$ cat src/hdl/video_pkg.sv
/*
 * Video path package
 * Timing constants for 640x480 at 60 Hz, pixel types and the packed
 * structs shared by the capture, FIFO and scan-out blocks
 */

package video_pkg;

	//============================================================
	// Timing, 640x480 at 60 Hz on a 25.2 MHz pixel clock
	//============================================================
	localparam int H_ACTIVE = 640;
	localparam int H_FP     = 16;
	localparam int H_SYNC   = 96;
	localparam int H_BP     = 48;
	localparam int H_TOTAL  = 800;   // Sum of the four regions

	localparam int V_ACTIVE = 480;
	localparam int V_FP     = 10;
	localparam int V_SYNC   = 2;
	localparam int V_BP     = 33;
	localparam int V_TOTAL  = 525;

	localparam int FRAME_PIXELS = 307200;   // H_ACTIVE * V_ACTIVE

	// Pixel FIFO geometry
	localparam int FIFO_DEPTH = 1024;
	localparam int FIFO_AW    = 10;

	//============================================================
	// Types
	//============================================================
	typedef logic [9:0]         hcount_t;      // Horizontal position
	typedef logic [9:0]         vcount_t;      // Vertical position
	typedef logic [18:0]        pix_count_t;   // Pixels within a frame
	typedef logic [7:0]         cam_byte_t;    // One camera bus byte
	typedef logic [15:0]        rgb565_t;      // R5 G6 B5
	typedef logic [23:0]        rgb_t;         // R8 G8 B8, red on top
	typedef logic [FIFO_AW:0]   fifo_ptr_t;    // Address plus wrap bit

	localparam rgb_t PATTERN_RED  = 24'hFF0000;
	localparam rgb_t PATTERN_BLUE = 24'h0000FF;
	localparam rgb_t BLACK        = 24'h000000;

	typedef struct packed {
		logic valid;   // One-cycle strobe per pixel
		rgb_t rgb;
	} cam_pixel_t;

	typedef struct packed {
		logic de;   // Data enable, active region
		logic hs;   // Active high pulse
		logic vs;   // Active high pulse
	} video_sync_t;

	typedef struct packed {
		video_sync_t sync;
		rgb_t        rgb;
	} video_out_t;

	typedef enum logic [1:0] {PAT_WAIT, PAT_RED, PAT_BLUE} pattern_state_t;
	typedef enum logic {BYTE_HIGH, BYTE_LOW} byte_phase_t;

endpackage

$ cat src/hdl/cam_capture.sv
/*
 * OV7670 style camera capture
 * Brings the camera pins into the 25.2 MHz domain, pairs bytes into
 * RGB565 pixels and expands them to 24-bit RGB
 */

module cam_capture (
	input  logic                  clk_25_2m,
	input  logic                  reset,
	input  logic                  cam_pclk,
	input  logic                  cam_href,
	input  logic                  cam_vsync,
	input  video_pkg::cam_byte_t  cam_data,
	output video_pkg::cam_pixel_t cam_pix
);

	logic [2:0]            pclk_sync;   // Two sync stages plus edge stage
	logic [1:0]            href_sync;
	logic [1:0]            vsync_sync;
	video_pkg::cam_byte_t  data_s1;
	video_pkg::cam_byte_t  data_s2;     // Lines up with pclk_sync[1]
	video_pkg::cam_byte_t  high_byte;   // First byte of the pair
	video_pkg::byte_phase_t phase;
	video_pkg::rgb565_t    pix565;
	video_pkg::rgb_t       pix_rgb;
	logic                  byte_take;

	//============================================================
	// Pin synchronisers
	//============================================================
	always_ff @(posedge clk_25_2m) begin
		if (!reset) begin
			pclk_sync  <= '0;
			href_sync  <= '0;
			vsync_sync <= '0;
		end else begin
			pclk_sync  <= {pclk_sync[1:0], cam_pclk};
			href_sync  <= {href_sync[0], cam_href};
			vsync_sync <= {vsync_sync[0], cam_vsync};
		end
		data_s1 <= cam_data;   // Data bus, same depth as pclk
		data_s2 <= data_s1;
	end

	// Rising pclk with href high carries one byte
	assign byte_take = pclk_sync[1] & ~pclk_sync[2] & href_sync[1];

	// Pair and expand, top bits copied into the low bits
	assign pix565  = {high_byte, data_s2};
	assign pix_rgb = {pix565[15:11], pix565[15:13],   // Red
		pix565[10:5], pix565[10:9],                   // Green
		pix565[4:0], pix565[4:2]};                    // Blue

	//============================================================
	// Byte phase FSM
	//============================================================
	always_ff @(posedge clk_25_2m) begin
		if (!reset) begin
			phase         <= video_pkg::BYTE_HIGH;
			cam_pix.valid <= 1'b0;
		end else begin
			cam_pix.valid <= 1'b0;   // Strobe by default low
			if (vsync_sync[1]) begin
				phase <= video_pkg::BYTE_HIGH;   // Realign each frame
			end else if (byte_take) begin
				case (phase)
					video_pkg::BYTE_HIGH: begin
						high_byte <= data_s2;
						phase     <= video_pkg::BYTE_LOW;
					end
					video_pkg::BYTE_LOW: begin
						cam_pix.rgb   <= pix_rgb;
						cam_pix.valid <= 1'b1;
						phase         <= video_pkg::BYTE_HIGH;
					end
					default: phase <= video_pkg::BYTE_HIGH;
				endcase
			end
		end
	end

endmodule

$ cat config.mk
export PLATFORM = sky130hd
export DESIGN_NAME = cam_capture
export DESIGN_NICKNAME = d
export VERILOG_FILES = /design/src/hdl/video_pkg.sv /design/src/hdl/cam_capture.sv
export SDC_FILE = /design/constraint.sdc
export NUM_CORES = 1
export LEC_CHECK = 0
export BUFFER_PORTS_ARGS = -buffer_cell sky130_fd_sc_hd__buf_2
export CELL_PAD_IN_SITES_DETAIL_PLACEMENT = 0
export CELL_PAD_IN_SITES_GLOBAL_PLACEMENT = 1
export CORE_ASPECT_RATIO = 1.75
export CORE_MARGIN = 1.5
export CORE_UTILIZATION = 44
export DETAILED_ROUTE_END_ITERATION = 8
export HOLD_SLACK_MARGIN = 0.02
export PLACE_DENSITY_LB_ADDON = 0.08
export SKIP_LAST_GASP = 1
export SLEW_MARGIN = 20
export SYNTH_ARGS = -nofsm -noshare
export SYNTH_HDL_FRONTEND = slang
export SYNTH_SLANG_ARGS = --single-unit
export TNS_END_PERCENT = 50
$ cat constraint.sdc
create_clock -name clk_25_2m -period 4 [get_ports clk_25_2m]
set_input_delay 0.2 -clock clk_25_2m [delete_from_list [all_inputs] [get_ports clk_25_2m]]
set_output_delay 0.2 -clock clk_25_2m [all_outputs]
set_load 0.02 [all_outputs]
; ---- Word-level counts from Yosys, hierarchy flattened
; Cells that the tools add are included.
[word_totals]
out_inout_bits = 25
regBits = 57
word_cells = 22
inputBits = 13
[classes]
bitwise = 7
n_reduce_logical = 4
muxes = 2
[op_table]
columns = op, n
row1 = $mux 25, 1
row2 = $reduce_and 4->1, 2
row3 = $not 1->1, 5
row4 = $reduce_or 3->1, 1
row5 = $and 1x1->1, 2
row6 = $pmux 1 s2, 1
row7 = $reduce_or 2->1, 1

; ---- Logic depth before layout (Yosys ltp)
[depth]
depth_word = 5
ltp_mapped = 2
depth_no_buf = 2

; ---- Worst setup path after synthesis
; Ideal clock, no wire load.
[synth_timing]
path_type = register -> register
startpoint = register pclk_sync[1]
endpoint = register cam_pix[10] in the netlist's numbering, enable pin
period_less_slack_ps = 2151
arrival_ps = 1738
setup_time_ps = 413
required_time_ps = 3587
n_path_buf = 0
path_stages_with_launch = 3
slack_ps = 1849
cell_sequence = dfxtp_1 -> nand4b_4 -> nor3b_1
[synth_via]
elab_chain_len = 3
[synth_rtl]
columns = element, line_no
row1 = from (decl), cam_capture.sv:17  ; logic [2:0] pclk_sync;
row2 = from (signal assigned), cam_capture.sv:37  ; pclk_sync <= {pclk_sync[1:0], cam_pclk};
row3 = $and 1x1->1 (2 in a row), cam_capture.sv:46  ; assign byte_take = pclk_sync[1] & ~pclk_sync[2] & href_sync[1];
row4 = $reduce_and 4->1 (no line), n/a
row5 = to (decl), cam_capture.sv:14  ; output video_pkg::cam_pixel_t cam_pix
; No other way between the ends.
; A chain may end at the register's enable or synchronous reset.

; ---- Worst setup path after layout
[layout_timing]
startpoint = register pclk_sync[1]
endpoint = register high_byte[7], enable pin
[layout_via]
elab_chain_len = 3
[layout_rtl]
columns = element, line_no
row1 = $and 1x1->1 (2 in a row), cam_capture.sv:46
row2 = $reduce_and 4->1 (no line), n/a
row3 = to (signal assigned), cam_capture.sv:68  ; high_byte <= data_s2;
row4 = to (decl), cam_capture.sv:22  ; video_pkg::cam_byte_t high_byte;
; No other way between the ends.

==> flow_summary.yaml <==
power_and_ir_drop:
  p_per_area_nw_per_um2: 514
  internal_power_w: 0.000770
  peakVddDrop_uv: 362
  p_switching_w: 0.000158
  p_leak_nw: 0.736
  seq_power_share_pct: 58.2
  p_total_w: 0.000928
  switching_share_pct: 17.0
  p_comb_share_pct: 1.7
  power_frac_clock_pct: 40.1
floorplanning:
  fp-row-count: 27
  design.core.area_um2: 3110
  io-pin-count: 38
  start_util_pct: 45.2
  fp.dieW_um: 45.7
  die_h_um: 77.8
  dieArea_um2: 3560
clocking:
  worst_skew_pair.late_latency_ns: 0.29
  htreeDepth: 2
  cts.sink_count: 49
  clk_pin_slew_ns: 0.08
  root_buffer: "clkbuf_8"
  numCtsBuffers: 5
  cts_tree: "yes"
  cts_setup_buffers: 0
  clockBufferDepth: 2
timing:
  fmax_mhz: 604
  clock_skew_ns: 0.00291
  setup_ws_ns: 2.34
  setup_viol: 0
  finalCritPeriodShare_pct: 41.4
  period_needed_ns: 1.66
  maxSlewViolCount: 0
  worst_slew_pin_slew_ns: 0.983
  maxSlewHeadroom_pct: 34.0
  hold_viol: 0
  finalSetupTns_ns: 0
  rsz0062_at_grt: "no"
logic_synthesis:
  synthMuxAreaShare_pct: 0
  synth_fa_ha_area_share_pct: 0
  synth_compound_area_share_pct: 1.16
  syn-cell-area_um2: 1410
  syn_inst: 71
  ys_seq_area_share_pct: 86.8
  synth_top_family_by_area: "simple AND/OR/NAND/NOR gates"
  yosysWarnings: 0
  synth_cell_type_count: 11
  synth-seq-cells: 49
  synthXorXnorAreaFrac_pct: 0
  synth.avg_cell_area_um2: 19.8
  syn_nets: 84
  synthSimpleGateAreaFrac_pct: 7.74
route:
  drcViolationCount: 0
  drt_first_pass_iters: 4
  avgRoutedWirePerCell_um: 10.2
  routed_via_density: 4.29
  drtIter0Drc: 13
  detail-route-antenna-nets: 0
  totalWireLength_um: 1630
  num_vias: 686
critical_path:
  ff2ff_path_depth: 2
  start_kind: "flop"
  crit_fanout: 8
  worstSetupPathType: "reg2reg"
  worstPathRequired_ns: 3.92
  path_cells: "nand4b_4, nor3_1"
  r2r-end: "high_byte[7]"
  r2r_start: "pclk_sync[1]"
  crit_arrival_ns: 1.58
  crit_path_end_kind: "flop"
  cp_slowest_cell: "nor3_1"
  worst-r2r-setup-slack_ns: 2.34
  critPathMaxStageDelay_ns: 0.77
outcome:
  status: "complete, no violations"
placement:
  gp_congestion: 0.611
  pre_cts_slack_ns: 2.28
  portBuffers: 37
global_routing:
  first_global_vias: 656
  grt_pass1_wl_um: 2740
  grt_overflow_total: 0
  grt_start_max_net_pins: 17
  met3_usage_pct: 5.58
  busiest_layer: "met2"
  antenna_found_initial: 0
  grt_util_met2_pct: 19.3
  track_usage_pct: 11.3
  grtUsageMet1_pct: 9.32
worst_hold_path:
  hp-class: "in2reg"
  holdPathEnd: "pclk_sync[0]"
  min-delay-start: "cam_pclk"
  holdPathStages: 2
finish:
  nets: 129
  diodes: 0
  drive_above_1_share_pct: 45.3
  area_delta_synth_final_pct: 28.5
job:
  drv_cap: 0
-- power groups by stage --
stage / logic, W / clock network, W / registers (W)
3_5_place_dp: 0.00000967 / 0 / 0.000553
4_1_cts: 0.0000157 / 0.000385 / 0.000541
3_3_place_gp: 0.00000954 / 0 / 0.000552
2_1_floorplan: 0.00000314 / 0 / 0.000551
5_1_grt: 0.0000172 / 0.000403 / 0.000542
6_report: 0.0000154 / 0.000372 / 0.000541
-- layout by cell type, fill, tap and decap left out --
cell	count
and2_1	3
and2_2	4
and3b_1	1
buf_2	37
buf_4	1
bufinv_16	1
clkbuf_16	1
clkbuf_8	5
clkinv_2	1
dfxtp_1	25
dlygate4sd3_1	8
edfxtp_1	24
nand3b_1	1
nand4b_4	1
nor3_1	1
nor3b_1	1
nor3b_2	1
o32ai_2	1
-- worst max path at each step --
stage | start | to | slack [ns]
3_5_place_dp | reset | high_byte[6] | 2.28
3_3_place_gp | reset | high_byte[1] | 2.34
4_1_cts | pclk_sync[1] | high_byte[5] | 2.30
2_1_floorplan | pclk_sync[1] | cam_pix[10] | 1.85
6_report | pclk_sync[1] | high_byte[7] | 2.34
5_1_grt | pclk_sync[1] | high_byte[7] | 2.17
-- cells in the mapped netlist --
cell type	n	area share, %
and2_1	3	1.3
nand3b_1	1	0.53
and2_2	4	2.1
o32ai_2	1	1.2
buf_4	8	4.3
and3b_1	1	0.62
nand4b_4	1	1.7
dfxtp_1	25	36
nor3_1	1	0.36
nor3b_1	2	1.1
edfxtp_1	24	51
-- what timing repair did --
action	4_1_cts	5_1_grt
hold buffers	8	0
gates resized for setup	0	0
endpoints found under the setup margin	0	0
endpoints found under the hold margin	8	0
-- area by class of cell --
type	instances	area (um2)
timing repair buffer	46	273
fill	267	1300
clock inverter	2	35.0
multi-input combinational	14	130
clock buffer	6	93.8
tap	43	53.8
sequential	49	1220
-- logic make-up (layout without fill, tap and decap cells) --
| group | Yosys count | in the layout |
|---|---|---|
| flops | 49 | 49 |
| compound gates | 1 | 1 |
| simple gates | 13 | 13 |
| buf+inv | 8 | 54 |
-- routing by layer --
layer	share of wire, %	wire, um	vias to the layer above
met2	55	901	26
met4	3.6	59	0
met1	35	577	324
met5	0	0	-
li1	-	-	330
met3	5.8	95	6
-- worst max-delay path: cells and delay by family (launching register included) --
kind          cells  cell delay, ns
simple gates      2            0.91
flops             1            0.38
-- sequential cells by signal (all words and copies together) (netlist names) --
register    cells
vsync_sync      2
data_s2         8
href_sync       2
high_byte       8
pclk_sync       3
phase           1
data_s1         8
cam_pix        17
-- per-stage QoR --
step / hold WS [ns] / util (%) / area [um2] / instances
floorplan: 0.228 / - / 1410 / 71
global placement: 0.302 / 51.4 / 1600 / 144
detailed placement: 0.304 / 51.4 / 1600 / 144
CTS: 0.101 / 58.1 / 1810 / 160
global route: 0.110 / 58.1 / 1810 / 160
finish: 0.110 / 58.1 / 1810 / 160
No activity file was read; power rests on OpenSTA's default activity.
