<file path="src/hdl/video_pkg.sv">
/*
 * Video path package
 * Timing constants for 640x480 at 60 Hz, pixel types and the packed
 * structs shared by the capture, FIFO and scan-out blocks
 */

package video_pkg;

	//============================================================
	// Timing, 640x480 at 60 Hz on a 25.2 MHz pixel clock
	//============================================================
	localparam int H_ACTIVE = 640;
	localparam int H_FP     = 16;
	localparam int H_SYNC   = 96;
	localparam int H_BP     = 48;
	localparam int H_TOTAL  = 800;   // Sum of the four regions

	localparam int V_ACTIVE = 480;
	localparam int V_FP     = 10;
	localparam int V_SYNC   = 2;
	localparam int V_BP     = 33;
	localparam int V_TOTAL  = 525;

	localparam int FRAME_PIXELS = 307200;   // H_ACTIVE * V_ACTIVE

	// Pixel FIFO geometry
	localparam int FIFO_DEPTH = 1024;
	localparam int FIFO_AW    = 10;

	//============================================================
	// Types
	//============================================================
	typedef logic [9:0]         hcount_t;      // Horizontal position
	typedef logic [9:0]         vcount_t;      // Vertical position
	typedef logic [18:0]        pix_count_t;   // Pixels within a frame
	typedef logic [7:0]         cam_byte_t;    // One camera bus byte
	typedef logic [15:0]        rgb565_t;      // R5 G6 B5
	typedef logic [23:0]        rgb_t;         // R8 G8 B8, red on top
	typedef logic [FIFO_AW:0]   fifo_ptr_t;    // Address plus wrap bit

	localparam rgb_t PATTERN_RED  = 24'hFF0000;
	localparam rgb_t PATTERN_BLUE = 24'h0000FF;
	localparam rgb_t BLACK        = 24'h000000;

	typedef struct packed {
		logic valid;   // One-cycle strobe per pixel
		rgb_t rgb;
	} cam_pixel_t;

	typedef struct packed {
		logic de;   // Data enable, active region
		logic hs;   // Active high pulse
		logic vs;   // Active high pulse
	} video_sync_t;

	typedef struct packed {
		video_sync_t sync;
		rgb_t        rgb;
	} video_out_t;

	typedef enum logic [1:0] {PAT_WAIT, PAT_RED, PAT_BLUE} pattern_state_t;
	typedef enum logic {BYTE_HIGH, BYTE_LOW} byte_phase_t;

endpackage

</file>
<file path="src/hdl/pixel_source.sv">
/*
 * Pixel source select
 * Feeds the pixel FIFO from the camera or from a red and blue test
 * pattern, and flags camera pixels lost to a full FIFO
 */

module pixel_source (
	input  logic                   clk_25_2m,
	input  logic                   reset,
	input  logic                   source_sel,   // 1 for test pattern
	input  video_pkg::cam_pixel_t  cam_pix,
	input  video_pkg::video_sync_t sync,
	input  logic                   full,
	output logic                   wr_req,
	output video_pkg::rgb_t        wr_data,
	output logic                   cam_overflow
);

	logic                      vs_d;
	logic                      vs_rise;    // Frame start
	video_pkg::pattern_state_t pat_state;
	video_pkg::pix_count_t     pat_count;  // Pattern pixels written
	video_pkg::rgb_t           pat_rgb;
	logic                      pat_write;
	logic                      cam_req_q;  // Camera pixel with room
	video_pkg::rgb_t           cam_data_q;

	assign vs_rise = sync.vs & ~vs_d;

	// Pattern writes straight off full, so it can run every cycle
	assign pat_write = source_sel & (pat_state != video_pkg::PAT_WAIT) & ~full;
	assign pat_rgb   = (pat_state == video_pkg::PAT_BLUE) ? video_pkg::PATTERN_BLUE :
		video_pkg::PATTERN_RED;

	assign wr_req  = pat_write | (~source_sel & cam_req_q);
	assign wr_data = source_sel ? pat_rgb : cam_data_q;

	//============================================================
	// Pattern FSM and overflow flag
	//============================================================
	always_ff @(posedge clk_25_2m) begin
		if (!reset) begin
			vs_d         <= 1'b0;
			pat_state    <= video_pkg::PAT_WAIT;   // Idle until first vs
			pat_count    <= '0;
			cam_req_q    <= 1'b0;
			cam_overflow <= 1'b0;
		end else begin
			vs_d      <= sync.vs;
			cam_req_q <= cam_pix.valid & ~full;   // Pixels at least 4 cycles apart

			if (vs_rise) begin
				pat_state <= video_pkg::PAT_RED;   // Restart each frame
				pat_count <= '0;
			end else if (pat_write) begin
				pat_count <= pat_count + 1'b1;
				case (pat_state)
					video_pkg::PAT_RED:  pat_state <= video_pkg::PAT_BLUE;
					video_pkg::PAT_BLUE: pat_state <= video_pkg::PAT_RED;
					default:             pat_state <= video_pkg::PAT_WAIT;
				endcase
				// Last pixel of the frame
				if (pat_count == video_pkg::pix_count_t'(video_pkg::FRAME_PIXELS - 1))
					pat_state <= video_pkg::PAT_WAIT;
			end

			// Dropped camera pixel beats the frame-start clear
			if (~source_sel & cam_pix.valid & full)
				cam_overflow <= 1'b1;
			else if (vs_rise)
				cam_overflow <= 1'b0;
		end
		if (cam_pix.valid)
			cam_data_q <= cam_pix.rgb;
	end

endmodule

</file>
<file path="config.mk">
export PLATFORM = sky130hd
export DESIGN_NAME = pixel_source
export DESIGN_NICKNAME = d
export VERILOG_FILES = /design/src/hdl/video_pkg.sv /design/src/hdl/pixel_source.sv
export SDC_FILE = /design/constraint.sdc
export NUM_CORES = 1
export LEC_CHECK = 0
export ABC_AREA = 1
export BUFFER_PORTS_ARGS = -buffer_cell sky130_fd_sc_hd__buf_4
export CAP_MARGIN = 20
export CORE_ASPECT_RATIO = 0.6
export CORE_UTILIZATION = 40
export CTS_CLUSTER_DIAMETER = 40
export DETAILED_ROUTE_END_ITERATION = 6
export PLACE_DENSITY = 0.74
export SLEW_MARGIN = 20
export SYNTH_ARGS = -nofsm -noshare
export SYNTH_HDL_FRONTEND = slang
export SYNTH_SLANG_ARGS = --single-unit
</file>
<file path="constraint.sdc">
create_clock -name clk_25_2m -period 3.35 [get_ports clk_25_2m]
set_clock_uncertainty 0.05 [all_clocks]
set_input_delay 0.1675 -clock clk_25_2m [delete_from_list [all_inputs] [get_ports clk_25_2m]]
set_output_delay 0.1675 -clock clk_25_2m [all_outputs]
set_load 0.1 [all_outputs]
</file>
### Yosys cells after proc, flatten, opt, wreduce, memory -nomap -nowiden

Cells that the tools add are included.

* flip-flop bits (word level): 48
* bits of input ports: 32

* add/sub/neg operators: 1
* equal/unequal tests: 3
* mux-type cells: 8
* bitwise operators: 12
* reductions and logical operators: 4

Operators with widths (number)
* two-way mux 24 bit: 2
* adder 19 x 1 -> 19 bit (second input constant): 1
* equality test 19 bit (second input constant): 1
* AND 1 bit: 7
* nonzero test 2 bit: 3
* two-way mux 1 bit: 4
* NOT 1 bit: 4
* case mux 2 bit (2 select lines): 1
* equality test 2 x 1 -> 1 bit (second input constant): 1
* equality test 2 bit (second input constant): 1
* two-way mux 2 bit: 1
* OR reduction 2 bit: 1
* OR 1 bit: 1

### Logic depth before layout (Yosys ltp)

* depth in word-level cells: 5
* gate-level depth with buffers: 9
* gate-level depth less buffers: 8

### Worst setup path before layout

OpenSTA, ideal clock, no wires.

* kind: input-to-output
* start point: in source_sel
* end point: out wr_data[10]
* arrival time: 1633 ps
* required time: 3132 ps
* path slack: 1500 ps
* stages on the path: 2
* path buffers: 1
* cells stage by stage: clkbuf_1 > nor2_1

* word-level cells in the longest chain between the ends: 1

RTL lines
* from (decl): line pixel_source.sv:10 `input logic source_sel,`
* two-way mux 24 bit: line pixel_source.sv:36 `assign wr_data = source_sel ? pat_rgb : cam_data_q;`
* to (decl): line pixel_source.sv:15 `output video_pkg::rgb_t wr_data,`

Every way passes these cells.

### Worst setup path in the final report

* start point: in full
* end point: out wr_req

* word-level cells in the longest chain between the ends: 3

RTL lines
* from (decl): line pixel_source.sv:13 `input logic full,`
* NOT 1 bit: line pixel_source.sv:31 `assign pat_write = source_sel & (pat_state != video_pkg::PAT_WAIT) & ~full;`
* AND 1 bit: line pixel_source.sv:31
* OR 1 bit: line pixel_source.sv:35 `assign wr_req = pat_write | (~source_sel & cam_req_q);`
* to (decl): line pixel_source.sv:14 `output logic wr_req,`

Every way passes these cells.

==> summary.txt <==
Clock tree
  – H-tree depth: 2
  – Clock Path Buffers: 2
  – Clock Latency Late Sink: 0.30 ns
  – Setup bufs post-CTS: 0
  – TritonCTS Sinks: 48
  – Total CTS buffers: 5
  – Root buffer cell: clkbuf_8
  – CTS tree: yes
  – CTS clk-pin slew, worst paths: 0.08 ns

Floorplan
  – IO Count: 58
  – Die span in y: 58.22 µm
  – Row count: 20
  – Die width: 95.70 µm
  – Core ar.: 5055 µm²
  – Initial Utilization: 41.68%
  – Die area: 5571 µm²

Synthesis
  – Xor and xnor area share after synthesis: 0.4157%
  – Most common library cells after synthesis: nand2_1 (70), nor2_1 (41), inv_1 (36), dfxtp_1 (24), edfxtp_1 (24)
  – Cell Area, Synth: 2107 µm²
  – Synth Warn #: 0
  – Asr flop ratio synth: 0%
  – Compound-cell area share of the yosys netlist: 6.116%
  – Post-synthesis mux area share: 0%
  – Post-synth top area share: 34.20%
  – Combinational family with the most area after synthesis: simple AND/OR/NAND/NOR gates
  – Library cells used by synthesis: 22
  – Share of synthesized cell area in and, or, nand and nor gates: 28.15%
  – Post-synthesis sequential area ratio: 57.01%
  – Synth area leaders: edfxtp_1 (34%), dfxtp_1 (23%), nand2_1 (12%)
  – Syn avg cell area: 8.135 µm²
  – Largest area contributor in the netlist: edfxtp_1
  – Post-synthesis adder-cell area fraction: 0.5938%
  – Number of flops mapped to enable cells by yosys: 24
  – Syn_nets: 292
  – Most common cell in the netlist: nand2_1
  – Synth Flop Type: edfxtp_1
  – Synth Register Bits: 48
  – Mapped Cells: 259

Timing
  – Slew of the pin with the lowest slew margin: 0.5943 ns
  – Final Max Tran Viols: 0
  – Tmin final: 2.129 ns
  – Final Setup Violations: 0
  – FMAX: 469.8 MHz
  – Setup TNS: 0 ns
  – RSZ-0062 raised after global routing: no
  – Final cycle utilization of the critical path: 63.54%
  – Max-slew headroom: 60.23%
  – Final Hold Fails: 0

Place
  – DP HPWL: 3268 µm
  – Quantity of I/O buffers inserted on ports: 55
  – Placer congestion estimate: 0.7699

Global routing
  – Layer with the highest usage: met2
  – Largest net degree at the start of global routing: 26
  – GRT Total Usage: 18.55%
  – First-pass GRT wire length: 7728 µm
  – Initial antenna violation count: 0
  – Total gr overflow: 0
  – M3 GR Usage: 4.987%
  – Vias in the first global route: 1767
  – GR met1 Demand/Resource: 24.04%
  – Met2 usage: 30.20%

Power and ir drop
  – Clock power frac: 29.9%
  – Total internal power: 0.9499 mW
  – Combinational Power Share: 22.1%
  – Pwr Total: 1.358 mW
  – Sequential power share: 48.1%
  – Leakage: 1.273 nW
  – Switching pwr: 0.4085 mW
  – Switching share of power: 30.07%
  – Peak supply drop: 0.3056 mV
  – Power Density: 461.0 nW/µm²

Status
  – Run status: complete, no violations

Worst setup path
  – Crit. End Element: output port
  – Worst EP required: 3.13 ns
  – CP Launch Type: primary input
  – WP data arrival: 1.91 ns
  – Largest stage delay on the critical path: 0.54 ns
  – Critical setup path kind: primary input to output port
  – Worst-path fanout max: 11
  – Slowest stage cell, crit path: dlygate4sd3_1
  – Critical-path cell list: dlygate4sd3_1 -> buf_4 -> inv_1 -> nand2_1 -> nor2_2 -> inv_2 -> nand2_1 -> buf_4
  – R2r worst-path depth: 7

Drt
  – First-pass iteration count of the detailed router: 4
  – WL per Instance: 11.57 µm
  – DRC: 0
  – DR iter-0 viols: 85
  – Vias/cell: 4.632
  – ANT nets after route: 0
  – Via Count: 1899
  – Routed WL: 4742 µm

Finish
  – # diodes: 0
  – Final net count: 376
  – Layout overhead on the synthesized area: 39.85%
  – Share of layout cells above drive strength 1: 19.48%

Job
  – Max-cap violations: 0

Min path
  – Class of the worst hold path: primary input to flop
  – Hold depth: 3
final timing paths:
check,to,startpoint,slack [ns]
max,wr_req,full,1.22
max reg2reg,pat_count[13]$_SDFFE_PP0P_,pat_state[1]$_SDFFE_PP0P_,1.55
min,vs_d$_SDFF_PN0_,sync[0],0.01
min reg2reg,pat_count[8]$_SDFFE_PP0P_,pat_count[8]$_SDFFE_PP0P_,0.44
worst max-delay path, delay by kind of cell:
kind,cells,cell delay [ns]
and+or+nand+nor,3,0.59
buffers and inverters,5,1.15
through the flow:
stage / utilization [%] / std cells / hold WS (ns) / instance area (µm²) / setup WS [ns]
floorplan: - / 259 / 0.1960 / 2107 / 1.500
global placement: 51.24 / 377 / 0.2957 / 2590 / 1.595
detailed placement: 51.24 / 377 / 0.2968 / 2590 / 1.523
CTS: 58.29 / 410 / 0.003907 / 2947 / 1.217
global route: 58.29 / 410 / 0.007544 / 2947 / 1.085
finish: 58.29 / 410 / 0.01125 / 2947 / 1.221
cell families after synthesis:
logic type                 Yosys count
and+or+nand+nor                    142
DFF                                 48
buffers and inverters               42
AOI/OAI and AO/OA                   25
xor gates and xnor gates             1
adders and majority gates            1
state kept, by name, summed over array words and instances (netlist names):
signal        cells
cam_overflow      1
pat_state         2
vs_d              1
cam_data_q       24
cam_req_q         1
pat_count        19
cells in the final DEF (no fill, tap or decap), drive strengths merged:
cell | netlist | routed
nand3b | 2 | 2
nor3 | 9 | 9
xor2 | 1 | 1
clkbuf | 2 | 7
nand4 | 2 | 2
nand2 | 70 | 70
nor2 | 44 | 44
inv | 37 | 37
buf | 2 | 56
dfxtp | 24 | 24
edfxtp | 24 | 24
ha | 1 | 1
nand3 | 15 | 15
clkinv | 1 | 1
a21oi | 16 | 16
bufinv | 0 | 1
dlygate4sd3 | 0 | 25
o21ai | 8 | 8
o41ai | 1 | 1
layer usage:
| metal | vias up | wire length [µm] |
|---|---|---|
| met5 | - | 0 |
| met4 | 0 | 78 |
| met3 | 12 | 198 |
| met2 | 48 | 2150 |
| met1 | 847 | 2315 |
| li1 | 992 | - |
what timing repair did:
item	4_1_cts	5_1_grt
hold endpoints to repair	25	0
setup endpoints to repair	0	0
resized for setup	0	0
hold buffers	25	0
power groups by stage:
stage	Sequential (mW)	Clock [mW]	Combinational (mW)
3_3_place_gp	0.665	0	0.273
5_1_grt	0.656	0.437	0.315
3_5_place_dp	0.667	0	0.275
6_report	0.653	0.406	0.300
4_1_cts	0.653	0.413	0.298
2_1_floorplan	0.668	0	0.198
cell type report:
| type | instances | area, µm² |
|---|---|---|
| sequential | 48 | 1201 |
| clock inverter | 1 | 30.03 |
| tap | 66 | 82.58 |
| inverter | 38 | 142.6 |
| clock buffer | 7 | 76.32 |
| timing repair buffer | 81 | 670.6 |
| multi-input combinational | 169 | 743.2 |
| fill | 462 | 2108 |
(Power assumes the default switching activity.)
