### src/hdl/video_pkg.sv
/*
 * Video path package
 * Timing constants for 640x480 at 60 Hz, pixel types and the packed
 * structs shared by the capture, FIFO and scan-out blocks
 */

package video_pkg;

	//============================================================
	// Timing, 640x480 at 60 Hz on a 25.2 MHz pixel clock
	//============================================================
	localparam int H_ACTIVE = 640;
	localparam int H_FP     = 16;
	localparam int H_SYNC   = 96;
	localparam int H_BP     = 48;
	localparam int H_TOTAL  = 800;   // Sum of the four regions

	localparam int V_ACTIVE = 480;
	localparam int V_FP     = 10;
	localparam int V_SYNC   = 2;
	localparam int V_BP     = 33;
	localparam int V_TOTAL  = 525;

	localparam int FRAME_PIXELS = 307200;   // H_ACTIVE * V_ACTIVE

	// Pixel FIFO geometry
	localparam int FIFO_DEPTH = 1024;
	localparam int FIFO_AW    = 10;

	//============================================================
	// Types
	//============================================================
	typedef logic [9:0]         hcount_t;      // Horizontal position
	typedef logic [9:0]         vcount_t;      // Vertical position
	typedef logic [18:0]        pix_count_t;   // Pixels within a frame
	typedef logic [7:0]         cam_byte_t;    // One camera bus byte
	typedef logic [15:0]        rgb565_t;      // R5 G6 B5
	typedef logic [23:0]        rgb_t;         // R8 G8 B8, red on top
	typedef logic [FIFO_AW:0]   fifo_ptr_t;    // Address plus wrap bit

	localparam rgb_t PATTERN_RED  = 24'hFF0000;
	localparam rgb_t PATTERN_BLUE = 24'h0000FF;
	localparam rgb_t BLACK        = 24'h000000;

	typedef struct packed {
		logic valid;   // One-cycle strobe per pixel
		rgb_t rgb;
	} cam_pixel_t;

	typedef struct packed {
		logic de;   // Data enable, active region
		logic hs;   // Active high pulse
		logic vs;   // Active high pulse
	} video_sync_t;

	typedef struct packed {
		video_sync_t sync;
		rgb_t        rgb;
	} video_out_t;

	typedef enum logic [1:0] {PAT_WAIT, PAT_RED, PAT_BLUE} pattern_state_t;
	typedef enum logic {BYTE_HIGH, BYTE_LOW} byte_phase_t;

endpackage

### src/hdl/scan_out.sv
/*
 * Video scan-out
 * Pops one pixel per active cycle, lines the sync fields up with the
 * FIFO read data and flags underflow
 */

module scan_out (
	input  logic                   clk_25_2m,
	input  logic                   reset,
	input  video_pkg::video_sync_t sync,
	input  logic                   empty,
	output logic                   rd_req,
	input  video_pkg::rgb_t        rd_data,
	output video_pkg::video_out_t  video,
	output logic                   video_underflow
);

	video_pkg::video_sync_t sync_q;   // Sync delayed to match read data
	logic                   rd_valid; // A pop happened last cycle

	assign rd_req = sync.de & ~empty;

	//============================================================
	// One-cycle alignment
	//============================================================
	always_ff @(posedge clk_25_2m) begin
		if (!reset) begin
			sync_q          <= '0;
			rd_valid        <= 1'b0;
			video_underflow <= 1'b0;
		end else begin
			sync_q   <= sync;
			rd_valid <= rd_req;
			if (sync.de & empty)
				video_underflow <= 1'b1;   // Sticky until reset
		end
	end

	// Missed read and blanking both give black
	always_comb begin
		video.sync = sync_q;
		video.rgb  = rd_valid ? rd_data : video_pkg::BLACK;
	end

endmodule

### config.mk
export PLATFORM = sky130hd
export DESIGN_NAME = scan_out
export DESIGN_NICKNAME = d
export VERILOG_FILES = /design/src/hdl/video_pkg.sv /design/src/hdl/scan_out.sv
export SDC_FILE = /design/constraint.sdc
export NUM_CORES = 1
export LEC_CHECK = 0
export BUFFER_PORTS_ARGS = -buffer_cell sky130_fd_sc_hd__clkbuf_2
export CAP_MARGIN = 10
export CELL_PAD_IN_SITES_DETAIL_PLACEMENT = 0
export CELL_PAD_IN_SITES_GLOBAL_PLACEMENT = 2
export CORE_ASPECT_RATIO = 1.25
export CORE_MARGIN = 2
export CORE_UTILIZATION = 11
export DETAILED_ROUTE_END_ITERATION = 8
export PLACE_DENSITY_LB_ADDON = 0.3
export SLEW_MARGIN = 10
export SYNTH_ARGS = -nofsm -noshare
export SYNTH_HDL_FRONTEND = slang
export SYNTH_SLANG_ARGS = --single-unit
### constraint.sdc
create_clock -name clk_25_2m -period 1.1 [get_ports clk_25_2m]
set_input_delay 0.22 -clock clk_25_2m [delete_from_list [all_inputs] [get_ports clk_25_2m]]
set_output_delay 0.22 -clock clk_25_2m [all_outputs]
set_load 0.03 [all_outputs]
======== Yosys cells after proc, flatten, opt, wreduce, memory -nomap -nowiden ========
Cells that the tools add are included.
Widths: inputs -> output; s select.
storage, ports and cells
  register bits after elaboration ......... 5
  output and inout port bits .............. 29
  input bits .............................. 30
operators by class
  mux-type cells .......................... 1
  bitwise operators ....................... 3
operators by type and width
  operator     count
  $mux 24      1
  $and 1x1->1  2
  $not 1->1    1

======== Depth between registers and ports, before layout ========
Gate-level depths: netlist (run 1).
  depth in word-level cells ............... 2
  depth in mapped cells ................... 2
  gate-level depth less buffers ........... 2

======== Worst setup path after synthesis (run 1) ========
Ideal clock, no wire load.
  kind .................................... reg-to-output
  start ................................... register rd_valid
  end ..................................... output port video[12] (netlist bit)
  arrival ................................. 0.789 ns
  stages on the path, launching flop included .. 3
  setup slack ............................. 0.091 ns
  required time ........................... 0.880 ns
  path buffers ............................ 1
  path through ............................ dfxtp_1 buf_6 and2_1
RTL lines
  what                    RTL line        RTL
  start, declared         scan_out.sv:19  logic rd_valid;
  start signal, assigned  scan_out.sv:33  rd_valid <= rd_req;
  end, declared           scan_out.sv:14  output video_pkg::video_out_t video,

==> impl_metrics.yaml, run 1 <==
sta:
  fin_crit_sh_pct: 111
  hold_viol_final: 0
  min_period_ns: 1.22
  rsz0062_at_grt: "true"
  fmax_ghz: 0.819
  setup_viol: 24
  tightestPinTransition_ns: 0.177
  whs_ns: 0.160
  finClkSkew_ns: 0
  finalMaxSlewViolations: 0
  fin_ws_ns: -0.121
  slew_headroom_pct: 88.3
floorplanning:
  die_y_um: 66.1
  die_area_mm2: 0.00355
  ios: 59
  die_x_um: 53.7
  initial_utilization_pct: 11.5
  num_rows: 22
  coreArea_mm2: 0.00295
global_routing:
  grt_use_total_pct: 8.24
  antenna_found_initial: 0
  grt_overflow_total: 0
  grt_max_degree: 8
  grt_pass1_vias: 524
  grt_pass1_wl_mm: 2.10
synth:
  syn_inst: 38
  syn_nets: 68
  netlist.area_leader.share_pct: 42.1
  synth_compound_area_share_pct: 1.48
  syn-cell-area_um2: 339
  synthSimpleGateAreaFrac_pct: 62.4
  synth_warnings: 0
  avgSynthCellArea_um2: 8.92
  synth_adder_area_share_pct: 0
  synthTopCellsByArea: "and2_2 (42%), dfxtp_1 (30%), and2_1 (15%)"
  ys_seq_elements: 5
  yosysUniqueCellTypes: 6
  yosysTopAreaCell: "and2_2"
  synth.yosys.seq_area_share_pct: 29.5
  yosys-mux-area-fraction_pct: 0
  synth-xor-area-share_pct: 0
  synth_top_family_by_area: "simple AND/OR/NAND/NOR gates"
critical_path:
  cp-end-kind: "primary output"
  required_ns: 0.88
  cp.arrival_ns: 1.00
  critPathLaunch: "rd_valid"
  worstReg2RegStart: "video_underflow"
  path_max_fanout: 7
  critPathLaunchType: "flop"
  path_class: "reg -> out"
finish:
  fillerInstances: 299
  syn_to_final_growth_pct: 196
  seq_area_um2: 104
  fin_util_pct: 34.1
  antennaDiodeCount: 0
  finalInstanceArea_mm2: 0.00100
  multiInputGateArea_um2: 253
  final_net_count: 133
  final_cells: 138
  drive_above_1_share_pct: 88.2
run:
  cap_violations: 0
clock_tree:
  cts_tree: "yes"
  cts_buffer_depth: 2
  cts.sink_count: 5
  root_buffer: "clkbuf_4"
  cts_buffers: 3
  cts-htree-levels: 1
  clk_pin_slew_ns: 0.05
  insertion_delay_ns: 0.24
power_and_ir_drop:
  peakVddDrop_mv: 0.582
  leakage_nw: 0.519
  p_per_area_mw_per_mm2: 673
  power_w: 0.000676
drt:
  wirelength_mm: 1.38
  wl_per_cell_um: 10.0
  drt_iter0_drc: 4
  route.met2.wl_um: 834
  dr_total_vias: 489
  vias_per_cell: 3.54
  route.detailed.drc: 0
  dr.pass1.iters: 3
  drtAntennaViolNets: 0
  routed.top_layer: "met3"
  m1WireLength_um: 431
  wl_met3_um: 114
place:
  placed_area_um2: 667
  port_buffers: 58
  placed_cells: 132
  globalplace.congestion: 0.612
min_path:
  min-delay-start: "empty"
  hp-class: "in -> reg"
outcome:
  violations: "setup timing"
  run_status: "finished, violations left"
[kinds of logic after synthesis]
family | after synthesis
compound gates | 1
buf+inv | 2
flops | 5
simple gates | 30
[timing repair]
item	in CTS	in global routing
setup buffers	0	0
cloned	2	0
gates resized for setup	78	25
hold buffers	0	0
setup endpoints to repair	24	24
[cell type report]
type                    instances  share of cell area (%)
repair buffers                 62                    57.4
multi-input cells              31                    25.2
flip-flops and latches          5                    10.3
well taps                      36                    4.49
clock buffers                   4                    2.62
[flip-flops by register name (all words and copies together), names as in the netlist]
signal / flops
video: 3
video_underflow: 1
rd_valid: 1
[power breakdown]
part | switching (W) | internal, W | total [W]
Sequential | 0.00000565 | 0.000190 | 0.000196
Combinational | 0.000124 | 0.000147 | 0.000271
Clock | 0.0000718 | 0.000137 | 0.000209
Total | 0.000202 | 0.000474 | 0.000676
[per-stage QoR]
step	setup slack, ns	TNS, ns
after floorplan	0.0905	0
after global placement	0.0791	0
after detailed placement	0.0479	0
after CTS	-0.170	-3.65
after global routing	-0.175	-3.81
final	-0.121	-2.65
[layer usage]
metal / global-route usage [%] / vias to the layer above
li1: - / 244
met1: 7.37 / 216
met2: 16.2 / 29
met3: 2.71 / 0
met4: 2.88 / 0
met5: 0 / -
[layout by cell type, fill, tap and decap left out]
cell type	instances
clkbuf_4	3
buf_6	4
and2_4	24
a21oi_1	1
dfxtp_4	1
nor2b_1	3
dfxtp_1	4
and2_1	3
clkbuf_2	34
buf_8	24
clkbuf_1	1
[cells in the mapped netlist, drive strengths merged]
library cell,count
nor2b,3
and2,27
a21oi,1
buf,2
dfxtp,5
[critical path: stages (launching register included)]
cell and delay [ns]:
dfxtp_4 0.37, buf_6 0.13, and2_4 0.14, buf_8 0.11
[worst paths after layout]
path                                   endpoint  slack (ns)  depth (start not counted)
worst max register to register  video_underflow        0.53                          2
worst min register to register  video_underflow        0.49                          2
worst max-delay path                   video[6]       -0.12                          3
worst min-delay path                   rd_valid        0.16                          2
Note: power is estimated with default switching activity, not from simulation.
==> inputs of run 2 (changes only) <==
--- a/config.mk
+++ b/config.mk
@@ -10,10 +10,11 @@
 export CELL_PAD_IN_SITES_DETAIL_PLACEMENT = 0
 export CELL_PAD_IN_SITES_GLOBAL_PLACEMENT = 2
 export CORE_ASPECT_RATIO = 1.25
-export CORE_MARGIN = 2
+export CORE_MARGIN = 1.5
 export CORE_UTILIZATION = 11
 export DETAILED_ROUTE_END_ITERATION = 8
 export PLACE_DENSITY_LB_ADDON = 0.3
+export REMOVE_ABC_BUFFERS = 1
 export SLEW_MARGIN = 10
 export SYNTH_ARGS = -nofsm -noshare
 export SYNTH_HDL_FRONTEND = slang
==> impl_metrics.yaml, run 2 (synthesized netlist as in run 1, its figures left out) <==
outcome:
  run_status: "finished, violations left"
  violations: "setup timing"
finish:
  seq_area_um2: 104
  fillerInstances: 313
  fin_util_pct: 34.1
  largest_reg_flops: 3
  finalInstanceArea_mm2: 0.00100
  final_net_count: 133
  final_common_cell: "clkbuf_2"
  antennaDiodeCount: 0
  final_cell_mix: "clkbuf_2 (34), and2_4 (24), buf_8 (24)"
  drive_above_1_share_pct: 88.2
  syn_to_final_growth_pct: 196
  multiInputGateArea_um2: 253
power_and_ir_drop:
  peakVddDrop_mv: 0.514
  leakage_nw: 0.519
  p_per_area_mw_per_mm2: 670
drt:
  dr_total_vias: 481
  drtAntennaViolNets: 0
  route.detailed.drc: 0
  vias_per_cell: 3.49
  dr.pass1.iters: 1
  wirelength_mm: 1.22
  route.met2.wl_um: 759
  drt_iter0_drc: 0
  m1WireLength_um: 379
  wl_per_cell_um: 8.83
  wl_met3_um: 79
  routed.top_layer: "met3"
sta:
  finClkSkew_ns: 0
  rsz0062_at_grt: "true"
  setup_viol: 24
  slew_headroom_pct: 88.2
  fmax_ghz: 0.820
  finalMaxSlewViolations: 0
  fin_ws_ns: -0.120
  fin_crit_sh_pct: 111
  hold_viol_final: 0
  min_period_ns: 1.22
  tightestPinTransition_ns: 0.178
critical_path:
  path_class: "reg -> out"
  critPathSlowestCell: "dfxtp_4"
  cp.arrival_ns: 1.00
  required_ns: 0.88
  cp-end-kind: "primary output"
  cp_slowest_stage_delay_ns: 0.37
  rrSetupSlack_ns: 0.52
  path_max_fanout: 7
  r2r-end: "video_underflow"
  critPathLaunchType: "flop"
  path_cells: "buf_6, and2_4, buf_8"
  worstReg2RegStart: "video_underflow"
  endpoint: "video[14]"
  critPathLaunch: "rd_valid"
  reg2regPathDepth: 2
global_routing:
  grt_pass1_wl_mm: 1.97
  grt_max_degree: 8
  grt_overflow_total: 0
  grt_use_total_pct: 7.84
  grt_pass1_vias: 505
  antenna_found_initial: 0
clock_tree:
  cts.sink_count: 5
  cts_tree: "yes"
  insertion_delay_ns: 0.24
  root_buffer: "clkbuf_4"
  clk_pin_slew_ns: 0.04
  cts_buffer_depth: 2
  cts_hold_buf: 0
  cts_buffers: 3
  cts-htree-levels: 1
floorplanning:
  ios: 59
  initial_utilization_pct: 11.5
  coreArea_mm2: 0.00295
  die_area_mm2: 0.00343
  die_y_um: 65.1
  die_x_um: 52.7
  num_rows: 22
place:
  globalplace.congestion: 0.599
  dpl.hpwl_um: 855
  place_ws_ns: 0.0505
  port_buffers: 58
  placed_area_um2: 667
run:
  cap_violations: 0
min_path:
  hp-class: "in -> reg"
-- run 2: worst min-delay path by stage --
stage / from / to / cells after the start
floorplan: empty / rd_valid / 1
global placement: empty / rd_valid / 2
detailed placement: empty / rd_valid / 2
CTS: empty / rd_valid / 2
global route: empty / rd_valid / 2
finish: empty / rd_valid / 2
-- run 2: final cells by class --
type	instances	share of cell area [%]
Clock buffer	4	2.62
Sequential cell	5	10.3
Timing Repair Buffer	62	57.4
Tap cell	36	4.49
Multi-Input combinational cell	31	25.2
-- run 2: per-layer routing --
metal / GRT usage (%) / vias to the layer above
met4: 4.81 / 0
met3: 1.84 / 0
met1: 6.42 / 210
met5: 0 / -
li1: - / 242
met2: 15.6 / 29
-- run 2: timing repair --
| action | 4_1_cts | 5_1_grt |
|---|---|---|
| hold endpoints to repair | 0 | 0 |
| gates resized for setup | 80 | 24 |
| setup buffers | 0 | 0 |
| endpoints found under the setup margin | 24 | 24 |
| gates cloned | 2 | 0 |
-- run 2: per-stage QoR --
step / setup TNS [ns] / hold slack [ns] / total power, W / std cells
6_report: -2.56 / 0.165 / 0.000673 / 138
5_1_grt: -3.65 / 0.164 / 0.000718 / 138
4_1_cts: -3.72 / 0.156 / 0.000672 / 138
3_5_place_dp: 0 / 0.426 / 0.000387 / 132
3_3_place_gp: 0 / 0.427 / 0.000387 / 132
2_1_floorplan: 0 / 0.292 / 0.000300 / 36
-- run 2: power breakdown --
part	leakage (nW)	internal [W]	switching [W]	total, W
sequential	0.0422	0.000191	0.00000542	0.000196
combinational	0.462	0.000147	0.000123	0.000269
clock	0.0150	0.000137	0.0000706	0.000207
total	0.519	0.000474	0.000199	0.000673
-- run 2: worst max-delay path, delay by kind of cell, from the launching register on --
family	cells	cell delay, ns
buf+inv	2	0.24
flops	1	0.37
simple gates	1	0.15
