===== src/hdl/video_pkg.sv =====
/*
 * Video path package
 * Timing constants for 640x480 at 60 Hz, pixel types and the packed
 * structs shared by the capture, FIFO and scan-out blocks
 */

package video_pkg;

	//============================================================
	// Timing, 640x480 at 60 Hz on a 25.2 MHz pixel clock
	//============================================================
	localparam int H_ACTIVE = 640;
	localparam int H_FP     = 16;
	localparam int H_SYNC   = 96;
	localparam int H_BP     = 48;
	localparam int H_TOTAL  = 800;   // Sum of the four regions

	localparam int V_ACTIVE = 480;
	localparam int V_FP     = 10;
	localparam int V_SYNC   = 2;
	localparam int V_BP     = 33;
	localparam int V_TOTAL  = 525;

	localparam int FRAME_PIXELS = 307200;   // H_ACTIVE * V_ACTIVE

	// Pixel FIFO geometry
	localparam int FIFO_DEPTH = 1024;
	localparam int FIFO_AW    = 10;

	//============================================================
	// Types
	//============================================================
	typedef logic [9:0]         hcount_t;      // Horizontal position
	typedef logic [9:0]         vcount_t;      // Vertical position
	typedef logic [18:0]        pix_count_t;   // Pixels within a frame
	typedef logic [7:0]         cam_byte_t;    // One camera bus byte
	typedef logic [15:0]        rgb565_t;      // R5 G6 B5
	typedef logic [23:0]        rgb_t;         // R8 G8 B8, red on top
	typedef logic [FIFO_AW:0]   fifo_ptr_t;    // Address plus wrap bit

	localparam rgb_t PATTERN_RED  = 24'hFF0000;
	localparam rgb_t PATTERN_BLUE = 24'h0000FF;
	localparam rgb_t BLACK        = 24'h000000;

	typedef struct packed {
		logic valid;   // One-cycle strobe per pixel
		rgb_t rgb;
	} cam_pixel_t;

	typedef struct packed {
		logic de;   // Data enable, active region
		logic hs;   // Active high pulse
		logic vs;   // Active high pulse
	} video_sync_t;

	typedef struct packed {
		video_sync_t sync;
		rgb_t        rgb;
	} video_out_t;

	typedef enum logic [1:0] {PAT_WAIT, PAT_RED, PAT_BLUE} pattern_state_t;
	typedef enum logic {BYTE_HIGH, BYTE_LOW} byte_phase_t;

endpackage


===== src/hdl/video_timing.sv =====
/*
 * Video timing generator
 * Horizontal and vertical counters for 640x480 at 60 Hz with
 * registered de, hs and vs decode
 */

module video_timing (
	input  logic                   clk_25_2m,
	input  logic                   reset,
	output video_pkg::video_sync_t sync
);

	video_pkg::hcount_t hcount;   // 0 is the first active pixel of a line
	video_pkg::vcount_t vcount;   // 0 is the first active line
	logic               h_end;
	logic               v_end;
	logic               h_active;
	logic               v_active;
	logic               h_pulse;
	logic               v_pulse;

	//============================================================
	// Region decode from the current counter state
	//============================================================
	always_comb begin
		h_end    = (hcount == video_pkg::hcount_t'(video_pkg::H_TOTAL - 1));
		v_end    = (vcount == video_pkg::vcount_t'(video_pkg::V_TOTAL - 1));
		h_active = (hcount < video_pkg::hcount_t'(video_pkg::H_ACTIVE));
		v_active = (vcount < video_pkg::vcount_t'(video_pkg::V_ACTIVE));

		// Sync pulse sits after the front porch
		h_pulse = (hcount >= video_pkg::hcount_t'(video_pkg::H_ACTIVE + video_pkg::H_FP)) &&
			(hcount < video_pkg::hcount_t'(video_pkg::H_ACTIVE + video_pkg::H_FP +
			video_pkg::H_SYNC));
		v_pulse = (vcount >= video_pkg::vcount_t'(video_pkg::V_ACTIVE + video_pkg::V_FP)) &&
			(vcount < video_pkg::vcount_t'(video_pkg::V_ACTIVE + video_pkg::V_FP +
			video_pkg::V_SYNC));
	end

	//============================================================
	// Counters and output registers
	//============================================================
	always_ff @(posedge clk_25_2m) begin
		if (!reset) begin
			hcount <= '0;
			// Start on the first vertical sync line
			vcount <= video_pkg::vcount_t'(video_pkg::V_ACTIVE + video_pkg::V_FP);
			sync   <= '0;   // All syncs low in reset
		end else begin
			if (h_end) begin
				hcount <= '0;
				if (v_end)
					vcount <= '0;   // Wrap to top of frame
				else
					vcount <= vcount + 1'b1;
			end else begin
				hcount <= hcount + 1'b1;
			end

			// One cycle behind the counters
			sync.de <= h_active & v_active;
			sync.hs <= h_pulse;
			sync.vs <= v_pulse;   // Whole lines, edges at hcount 0
		end
	end

endmodule


===== config.mk =====
export PLATFORM = sky130hd
export DESIGN_NAME = video_timing
export DESIGN_NICKNAME = d
export VERILOG_FILES = /design/src/hdl/video_pkg.sv /design/src/hdl/video_timing.sv
export SDC_FILE = /design/constraint.sdc
export NUM_CORES = 1
export LEC_CHECK = 0
export BUFFER_PORTS_ARGS = -buffer_cell sky130_fd_sc_hd__buf_2
export CAP_MARGIN = 20
export CORE_MARGIN = 2
export CORE_UTILIZATION = 38
export CTS_CLUSTER_DIAMETER = 40
export CTS_CLUSTER_SIZE = 12
export DETAILED_ROUTE_END_ITERATION = 8
export SLEW_MARGIN = 5
export SYNTH_ARGS = -nofsm -noshare
export SYNTH_HDL_FRONTEND = slang
export SYNTH_SLANG_ARGS = --single-unit

===== constraint.sdc =====
create_clock -name clk_25_2m -period 2.25 [get_ports clk_25_2m]
set_input_delay 0.225 -clock clk_25_2m [delete_from_list [all_inputs] [get_ports clk_25_2m]]
set_output_delay 0.225 -clock clk_25_2m [all_outputs]
set_load 0.02 [all_outputs]

# [Yosys cells after proc, flatten, opt, wreduce, memory -nomap -nowiden]
# Index checks and enable logic that the tools add are counted.
[totals] regBits=23 out_inout_bits=3 wordCells=21
[op_classes] add_sub_neg=2 magnitude_cmp=6 eq_ne=2 muxes=1 bitwise=2 reduce_logical=3
[ops] operator="$add A10 B1 Y10 const B" count=2
[ops] operator="$eq A10 B10 Y1 const B" count=2
[ops] operator="$lt A10 B10 Y1 const B" count=2
[ops] operator="$lt A10 B9 Y1 const B" count=2
[ops] operator="$ge A10 B10 Y1 const B" count=1
[ops] operator="$ge A10 B9 Y1 const B" count=1
[ops] operator="$mux W10" count=1
[ops] operator="$logic_and A1 B1 Y1" count=2
[ops] operator="$reduce_or A2 Y1" count=1
[ops] operator="$and A1 B1 Y1" count=1
[ops] operator="$not A1 Y1" count=1

# [Longest topological paths before layout]
# Gate-level depths: netlist (run 1).
[logic_depth] word_depth=2 mapped_depth=6 ltp_nobuf=6

# [Worst setup path after synthesis (run 1)]
# No wires, ideal clock.
[synth_timing] kind="register to register" from="reg hcount[0]" to="reg vcount[9]" setup_time_ns=0.070 arrival_time_ns=1.516 required_time_ns=2.180 path_slack_ns=0.664 stages_incl_launch_ff=6 cell_sequence="dfxtp_1 ha_1 and4_4 nand3_2 or4_1 a21oi_1"
[synth_via] elab_chain_cells=1
[synth_lines] element="start: declaration" line="video_timing.sv:13" rtl="video_pkg::hcount_t hcount;"
[synth_lines] element="start signal: assignment" line="video_timing.sv:57" rtl="hcount <= hcount + 1'b1;"
[synth_lines] element="$eq A10 B10 Y1" line="video_timing.sv:26" rtl="h_end = (hcount == video_pkg::hcount_t'(video_pkg::H_TOTAL - 1));"
[synth_lines] element="end signal: assignment" line="video_timing.sv:47" rtl="vcount <= video_pkg::vcount_t'(video_pkg::V_ACTIVE + video_pkg::V_FP);"
[synth_lines] element="end signal: assignment" line="video_timing.sv:55" rtl="vcount <= vcount + 1'b1;"
[synth_lines] element="end: declaration" line="video_timing.sv:14" rtl="video_pkg::vcount_t vcount;"
# No other way between the ends.
# A chain may end at the register's enable or synchronous reset.

# [Final worst setup path (run 1)]
# Same ends and word-level chain as after synthesis.

==> results of run 1 <==
## routing by layer
layer	GRT usage [%]	wire (um)	vias up	part of all wire [%]
met1	19.0	1010	410	52
met2	19.8	823	10	43
met5	0	0	-	0
met4	5.98	34	0	1.8
li1	-	-	449	-
met3	3.40	59	5	3.1
## area by class of cell
class	count	area share, %
clock buffers	4	2.27
flip-flops and latches	23	39.8
multi-input cells	88	50.9
inverters	6	1.95
well taps	31	3.35
repair buffers	4	1.73
## flip-flops by register name (all words and copies together), names as in the netlist
signal  cells
hcount     10
vcount     10
sync        3
## metrics by stage
step	setup WS (ns)	utilization, %	cells
finish	0.391	42.3	156
global route	0.213	42.3	156
CTS	0.385	42.3	156
detailed placement	0.415	41.4	152
global placement	0.470	41.4	152
floorplan	0.664	-	120
## power by group through the flow
stage               logic (uW)  registers [uW]  clock network [uW]
finish                    19.8             417                 192
global route              22.7             419                 217
CTS                       20.2             418                 199
detailed placement        20.0             427                   0
global placement          20.0             426                   0
floorplan                 13.5             427                   0
## placed cells by master, fill, tap and decap left out, drive strengths merged, types with 2 or more instances in the layout
cell type	instances
dfxtp	23
nand2	9
nand3	9
nor2	7
inv	6
nand4	6
o21ai	5
xor2	5
and3	4
or4	4
o31ai	4
ha	4
buf	4
clkbuf	4
xnor2	3
and2	3
a21boi	3
or3	2
o211ai	2
nand4b	2
nor3	2
and4	2
nor3b	2
## how the worst min path moves through the flow
stage	endpoint	start	slack, ns
2_1_floorplan	hcount[0]$_SDFF_PP0_	hcount[0]$_SDFF_PP0_	0.44
3_3_place_gp	hcount[0]$_SDFF_PP0_	hcount[0]$_SDFF_PP0_	0.45
3_5_place_dp	hcount[0]$_SDFF_PP0_	hcount[0]$_SDFF_PP0_	0.47
4_1_cts	vcount[7]$_SDFFE_PN1N_	reset	0.24
5_1_grt	vcount[8]$_SDFFE_PN1N_	reset	0.25
6_report	vcount[7]$_SDFFE_PN1N_	reset	0.25
## cell families after synthesis
logic type | share of synthesized area, %
AND/OR/NAND/NOR | 32.2
flip-flops | 42.5
AO/OA/AOI/OAI | 11.1
buffers and inverters | 3.12
XOR/XNOR | 6.47
adder cells (fa/ha/maj) | 4.62
==> results.py, run 1 <==
metrics = {
    "logic_synthesis": {
        "synth_seq_cells": 23,
        "yosys-top-cells-count": "dfxtp_1 (23), nand2_1 (9), nand3_1 (8), nor2_1 (7)",
        "ys_warn_count": 0,
        "synth_top_area_cell": "dfxtp_1",
        "netlist_instances": 120,
        "yosysSeqAreaShare_pct": 42.5,
        "synth.area.top_cells": "dfxtp_1 (42%), ha_1 (4.6%), xor2_1 (4.0%), nand3_1 (3.7%), nand4_1 (3.5%)",
        "yosysMostFrequentCell": "dfxtp_1",
        "syn_nets": 126,
        "yosys_most_used_dff": "dfxtp_1",
        "syn_avg_cell_area_sq_um": 9.03,
        "async_flop_share_pct": 0,
        "synth.top_cell.area_share_pct": 42.5,
        "synthesis.area_sq_mm": 0.00108,
        "synth-edff-count": 0,
        "synth_cell_types": 36,
    },
    "die": {
        "core_sq_mm": 0.00273,
        "die_h_um": 57.4,
        "io_pins": 5,
        "die_x_um": 57.4,
        "die_area_sq_mm": 0.00329,
        "start_util_pct": 39.6,
        "std_cell_rows": 19,
    },
    "power_and_ir_drop": {
        "p_seq_share_pct": 66.4,
        "p_clk_share_pct": 30.5,
        "ir_worst_vdd_mv": 0.345,
        "power.net_switching_uw": 140,
        "switching_share_pct": 22.2,
        "comb_power_share_pct": 3.1,
        "p_total_uw": 629,
        "p_int_uw": 489,
        "p_per_area_mw_per_mm2": 543,
        "p_leak_uw": 0.000455,
    },
    "worst_setup_path": {
        "cp.arrival_ns": 2.11,
        "critical_path.top_delay_family": "simple AND/OR/NAND/NOR gates",
        "worstSetupStartpointType": "flop",
        "critPathMaxStageDelay_ns": 0.56,
        "crit_path_cell_trace": "ha_1 > and4_4 > nand3_2 > or4_1 > a21oi_1",
        "cp_max_fo": 15,
        "slowest_stage": "or4_1",
        "r2r_end": "vcount[9]$_SDFFE_PN0N_",
        "r2r_cells": 5,
        "cp-end-kind": "flop",
        "endpoint": "vcount[9]$_SDFFE_PN0N_",
        "reg2reg_slack_ns": 0.39,
        "critical_path_class": "reg -> reg",
        "crit_start": "hcount[0]$_SDFF_PP0_",
        "cp.required_ns": 2.50,
        "path_buf_inv": 0,
        "reg2reg_from": "hcount[0]$_SDFF_PP0_",
        "cp.depth": 5,
    },
    "sta": {
        "worst_pin_slew_ns": 0.722,
        "setup_violations": 0,
        "setup_tns_ns": 0,
        "fmax_mhz": 538,
        "worst_hold_slack_ns": 0.245,
        "slew_headroom_pct": 51.2,
        "hold_viol": 0,
        "grt_setup_unrepaired": "false",
        "fin_skew_ns": 0.00469,
        "drv_slew": 0,
        "min_period_ns": 1.86,
        "finalCritPeriodShare_pct": 82.6,
    },
    "place": {
        "port_buffers": 4,
        "placed_area_sq_mm": 0.00113,
        "dp_hpwl_um": 1370,
        "place.gp.congestion": 0.731,
    },
    "cells_and_area": {
        "diodes": 0,
        "nFillCells": 275,
        "nets": 132,
        "layout-drive-gt1-share_pct": 8.00,
        "final_area_sq_mm": 0.00116,
        "multi_input_area_sq_um": 589,
        "seq_area_sq_um": 460,
        "area_delta_synth_final_pct": 6.81,
    },
    "detailed_routing": {
        "antenna_left": 0,
        "wirelength_um": 1930,
        "vias_per_cell": 5.60,
        "vias": 874,
        "drt-pass1-iter-count": 4,
        "drc": 0,
        "initialDrtViolationCount": 43,
        "avgRoutedWirePerCell_um": 12.3,
    },
    "cts": {
        "cts_tree": "built",
        "clock_path_buffers": 2,
        "numCtsBuffers": 3,
        "insertion_delay_ns": 0.31,
        "post_cts_buffers": 0,
        "clock-root-buffer": "clkbuf_4",
        "cts_resized": 0,
        "clock-sinks": 23,
        "cts-htree-levels": 1,
        "clkTransAtPathRegs_ns": 0.13,
        "ctsHoldBuffers": 0,
    },
    "grt": {
        "grt_overflow": 0,
        "grt_pass1_wl_um": 3500,
        "grt_use_total_pct": 13.6,
        "antenna_found_initial": 0,
        "grt_max_degree": 19,
        "grt_pass1_vias": 786,
    },
    "min_path": {
        "hold_path_class": "in -> reg",
        "min_path_cells": 2,
    },
    "flow_run": {
        "maxCapViolations": 0,
    },
    "status": {
        "status": "finished, final reports clean",
    },
}
No activity file was read; power rests on OpenSTA's default activity.
==> inputs of run 2 (changes only) <==
ABC_AREA = 1   (was not set)
clock period = 1.74 ns   (was 2.25 ns; I/O delays follow)
==> run 2 against run 1 <==
Core utilization is 0.96 points higher. Synthesized cell count is 41% higher. Cell count is 40% higher. Via count is 18% higher. Critical path depth is 2 higher. Register-to-register slack worse by 0.08 ns. Routed wire length is 20% higher. Clock power is 35% higher. Die area is 14% higher. Highest routed layer unchanged.
==> results.py, run 2 <==
metrics = {
    "sta": {
        "drv_slew": 0,
        "finalCritPeriodShare_pct": 82.1,
        "setup_violations": 0,
        "min_period_ns": 1.43,
        "slew_headroom_pct": 79.5,
        "worst_pin_slew_ns": 0.305,
        "grt_setup_unrepaired": "false",
        "setup_tns_ns": 0,
        "fmax_mhz": 700,
        "worst_hold_slack_ns": 0.134,
        "fin_skew_ns": 0.00461,
        "fin_ws_ns": 0.311,
        "hold_viol": 0,
    },
    "grt": {
        "grt_max_degree": 13,
        "grt_pass1_wl_um": 4040,
        "grt_busiest_layer": "met2",
        "grt_pass1_vias": 932,
        "grtUsageMet3_pct": 3.15,
        "antenna_found_initial": 0,
        "met2_usage_pct": 22.2,
        "use_met1_pct": 19.8,
        "grt_overflow": 0,
        "grt_use_total_pct": 14.6,
    },
    "die": {
        "die_area_sq_mm": 0.00376,
        "io_pins": 5,
        "start_util_pct": 40.5,
        "die_h_um": 61.3,
        "core_sq_mm": 0.00308,
        "std_cell_rows": 20,
        "die_x_um": 61.3,
    },
    "worst_setup_path": {
        "slowest_stage": "dfxtp_1",
        "cp.required_ns": 2.02,
        "reg2reg_slack_ns": 0.31,
        "cp_max_fo": 11,
        "critPathMaxStageDelay_ns": 0.39,
        "crit_path_cell_trace": "ha_1 > nand2_1 > nor2_4 > nand3_4 > nand2_2 > o21ai_0 > inv_1",
        "cp.arrival_ns": 1.71,
        "cp-end-kind": "flop",
        "worstSetupStartpointType": "flop",
        "critical_path_class": "reg -> reg",
    },
    "detailed_routing": {
        "drc": 0,
        "vias_per_cell": 4.70,
        "vias": 1030,
        "antenna_left": 0,
        "avgRoutedWirePerCell_um": 10.5,
        "drt-pass1-iter-count": 4,
        "initialDrtViolationCount": 38,
        "wirelength_um": 2310,
    },
    "logic_synthesis": {
        "synth_seq_cells": 23,
        "yosysSeqAreaShare_pct": 36.9,
        "synth_top_area_cell": "dfxtp_1",
        "synth-edff-count": 0,
        "synth_cell_types": 30,
        "synth.area.top_cells": "dfxtp_1 (37%), nand2_1 (11%), inv_1 (6.9%), nor2_1 (6.0%), nand3_1 (5.6%)",
        "yosysMostFrequentCell": "nand2_1",
        "syn_avg_cell_area_sq_um": 7.38,
        "syn_nets": 175,
        "synth.top_cell.area_share_pct": 36.9,
        "synthesis.area_sq_mm": 0.00125,
        "netlist_instances": 169,
        "yosys_most_used_dff": "dfxtp_1",
        "ys_warn_count": 0,
        "yosys-top-cells-count": "nand2_1 (36), dfxtp_1 (23), inv_1 (23), nor2_1 (20), nand3_1 (14)",
        "async_flop_share_pct": 0,
    },
    "cts": {
        "clock_path_buffers": 2,
        "numCtsBuffers": 3,
        "cts_resized": 0,
        "cts_tree": "built",
        "ctsHoldBuffers": 0,
        "clkTransAtPathRegs_ns": 0.13,
        "clock-root-buffer": "clkbuf_4",
        "clock-sinks": 23,
        "cts-htree-levels": 1,
        "insertion_delay_ns": 0.32,
        "post_cts_buffers": 0,
    },
    "min_path": {
        "hold_path_class": "in -> reg",
    },
    "place": {
        "port_buffers": 4,
        "place_inst": 215,
        "place_ws_ns": 0.323,
        "place.gp.congestion": 0.823,
        "dp_hpwl_um": 1820,
    },
    "cells_and_area": {
        "nets": 182,
        "diodes": 0,
        "layout-drive-gt1-share_pct": 16.6,
        "fin_cells": 219,
        "final_common_cell": "nand2_1",
        "area_delta_synth_final_pct": 6.82,
        "layout_common_cells": "nand2_1 (36), inv_1 (23), dfxtp_1 (23)",
        "reg_top3": "hcount (10), vcount (10), sync (3)",
    },
    "power_and_ir_drop": {
        "p_per_area_mw_per_mm2": 621,
        "ir_worst_vdd_mv": 0.303,
        "p_leak_uw": 0.000554,
    },
    "flow_run": {
        "maxCapViolations": 0,
    },
    "status": {
        "status": "finished, final reports clean",
    },
}
run 2: changes by cell type after synthesis, moves of 4 or more:
cell     previous run  this run
nand2_1             9        36
o31ai_1             4         0
a21oi_1             1         5
nand3_1             8        14
or4_1               4         0
nor2_1              7        20
nor2_2              0         6
inv_1               6        23
run 2: where the power goes:
| part | internal (uW) | switching [uW] | leakage [uW] | total [uW] |
|---|---|---|---|---|
| Combinational | 9.61 | 19.6 | 0.000353 | 29.2 |
| Clock | 90.0 | 170 | 0.0000150 | 260 |
| Sequential | 534 | 4.77 | 0.000186 | 538 |
run 2: cell families (layout without fill, tap and decap cells):
family | count (synthesis) | in the layout | synth area share (%)
simple gates | 97 | 97 | 40.0
buf+inv | 27 | 33 | 8.83
flops | 23 | 23 | 36.9
compound gates | 12 | 12 | 6.02
xor+xnor | 6 | 6 | 4.21
fa+ha+maj | 4 | 4 | 4.01
run 2: final cells by class:
type	count	area, sq um
flip-flops and latches	23	460
multi-input cells	119	677
fillers	330	1750
repair buffers	4	20.0
well taps	44	55.1
inverters	25	93.8
clock buffers	4	26.3
run 2: worst max-delay path: cells and delay by family (launching register included):
family	cells	cell delay [ns]
adder cells (fa/ha/maj)	1	0.18
flip-flops	1	0.39
AO/OA/AOI/OAI	1	0.11
buffers and inverters	1	0.06
AND/OR/NAND/NOR	4	0.65
run 2: routing by layer:
layer  wire length [um]  vias up  part of all wire [%]
met3                 78        5                   3.4
met1               1150      461                    50
met5                  0        -                     0
li1                   -      549                     -
met4                 48        0                   2.1
met2               1030       15                    44
run 2: worst paths after layout:
check / startpoint / endpoint / cells after the start
hold reg to reg: hcount[0]$_SDFF_PP0_ / hcount[0]$_SDFF_PP0_ / 1
setup / recovery: hcount[0]$_SDFF_PP0_ / vcount[1]$_SDFFE_PN1N_ / 7
hold / removal: reset / vcount[3]$_SDFFE_PN1N_ / 2
setup reg to reg: hcount[0]$_SDFF_PP0_ / vcount[1]$_SDFFE_PN1N_ / 7
run 2: through the flow:
stage               power [uW]  cell area (sq um)  utilization [%]
floorplan                  575               1250                -
global placement           579               1310             42.4
detailed placement         580               1310             42.4
CTS                        834               1330             43.3
global route               864               1330             43.3
finish                     827               1330             43.3
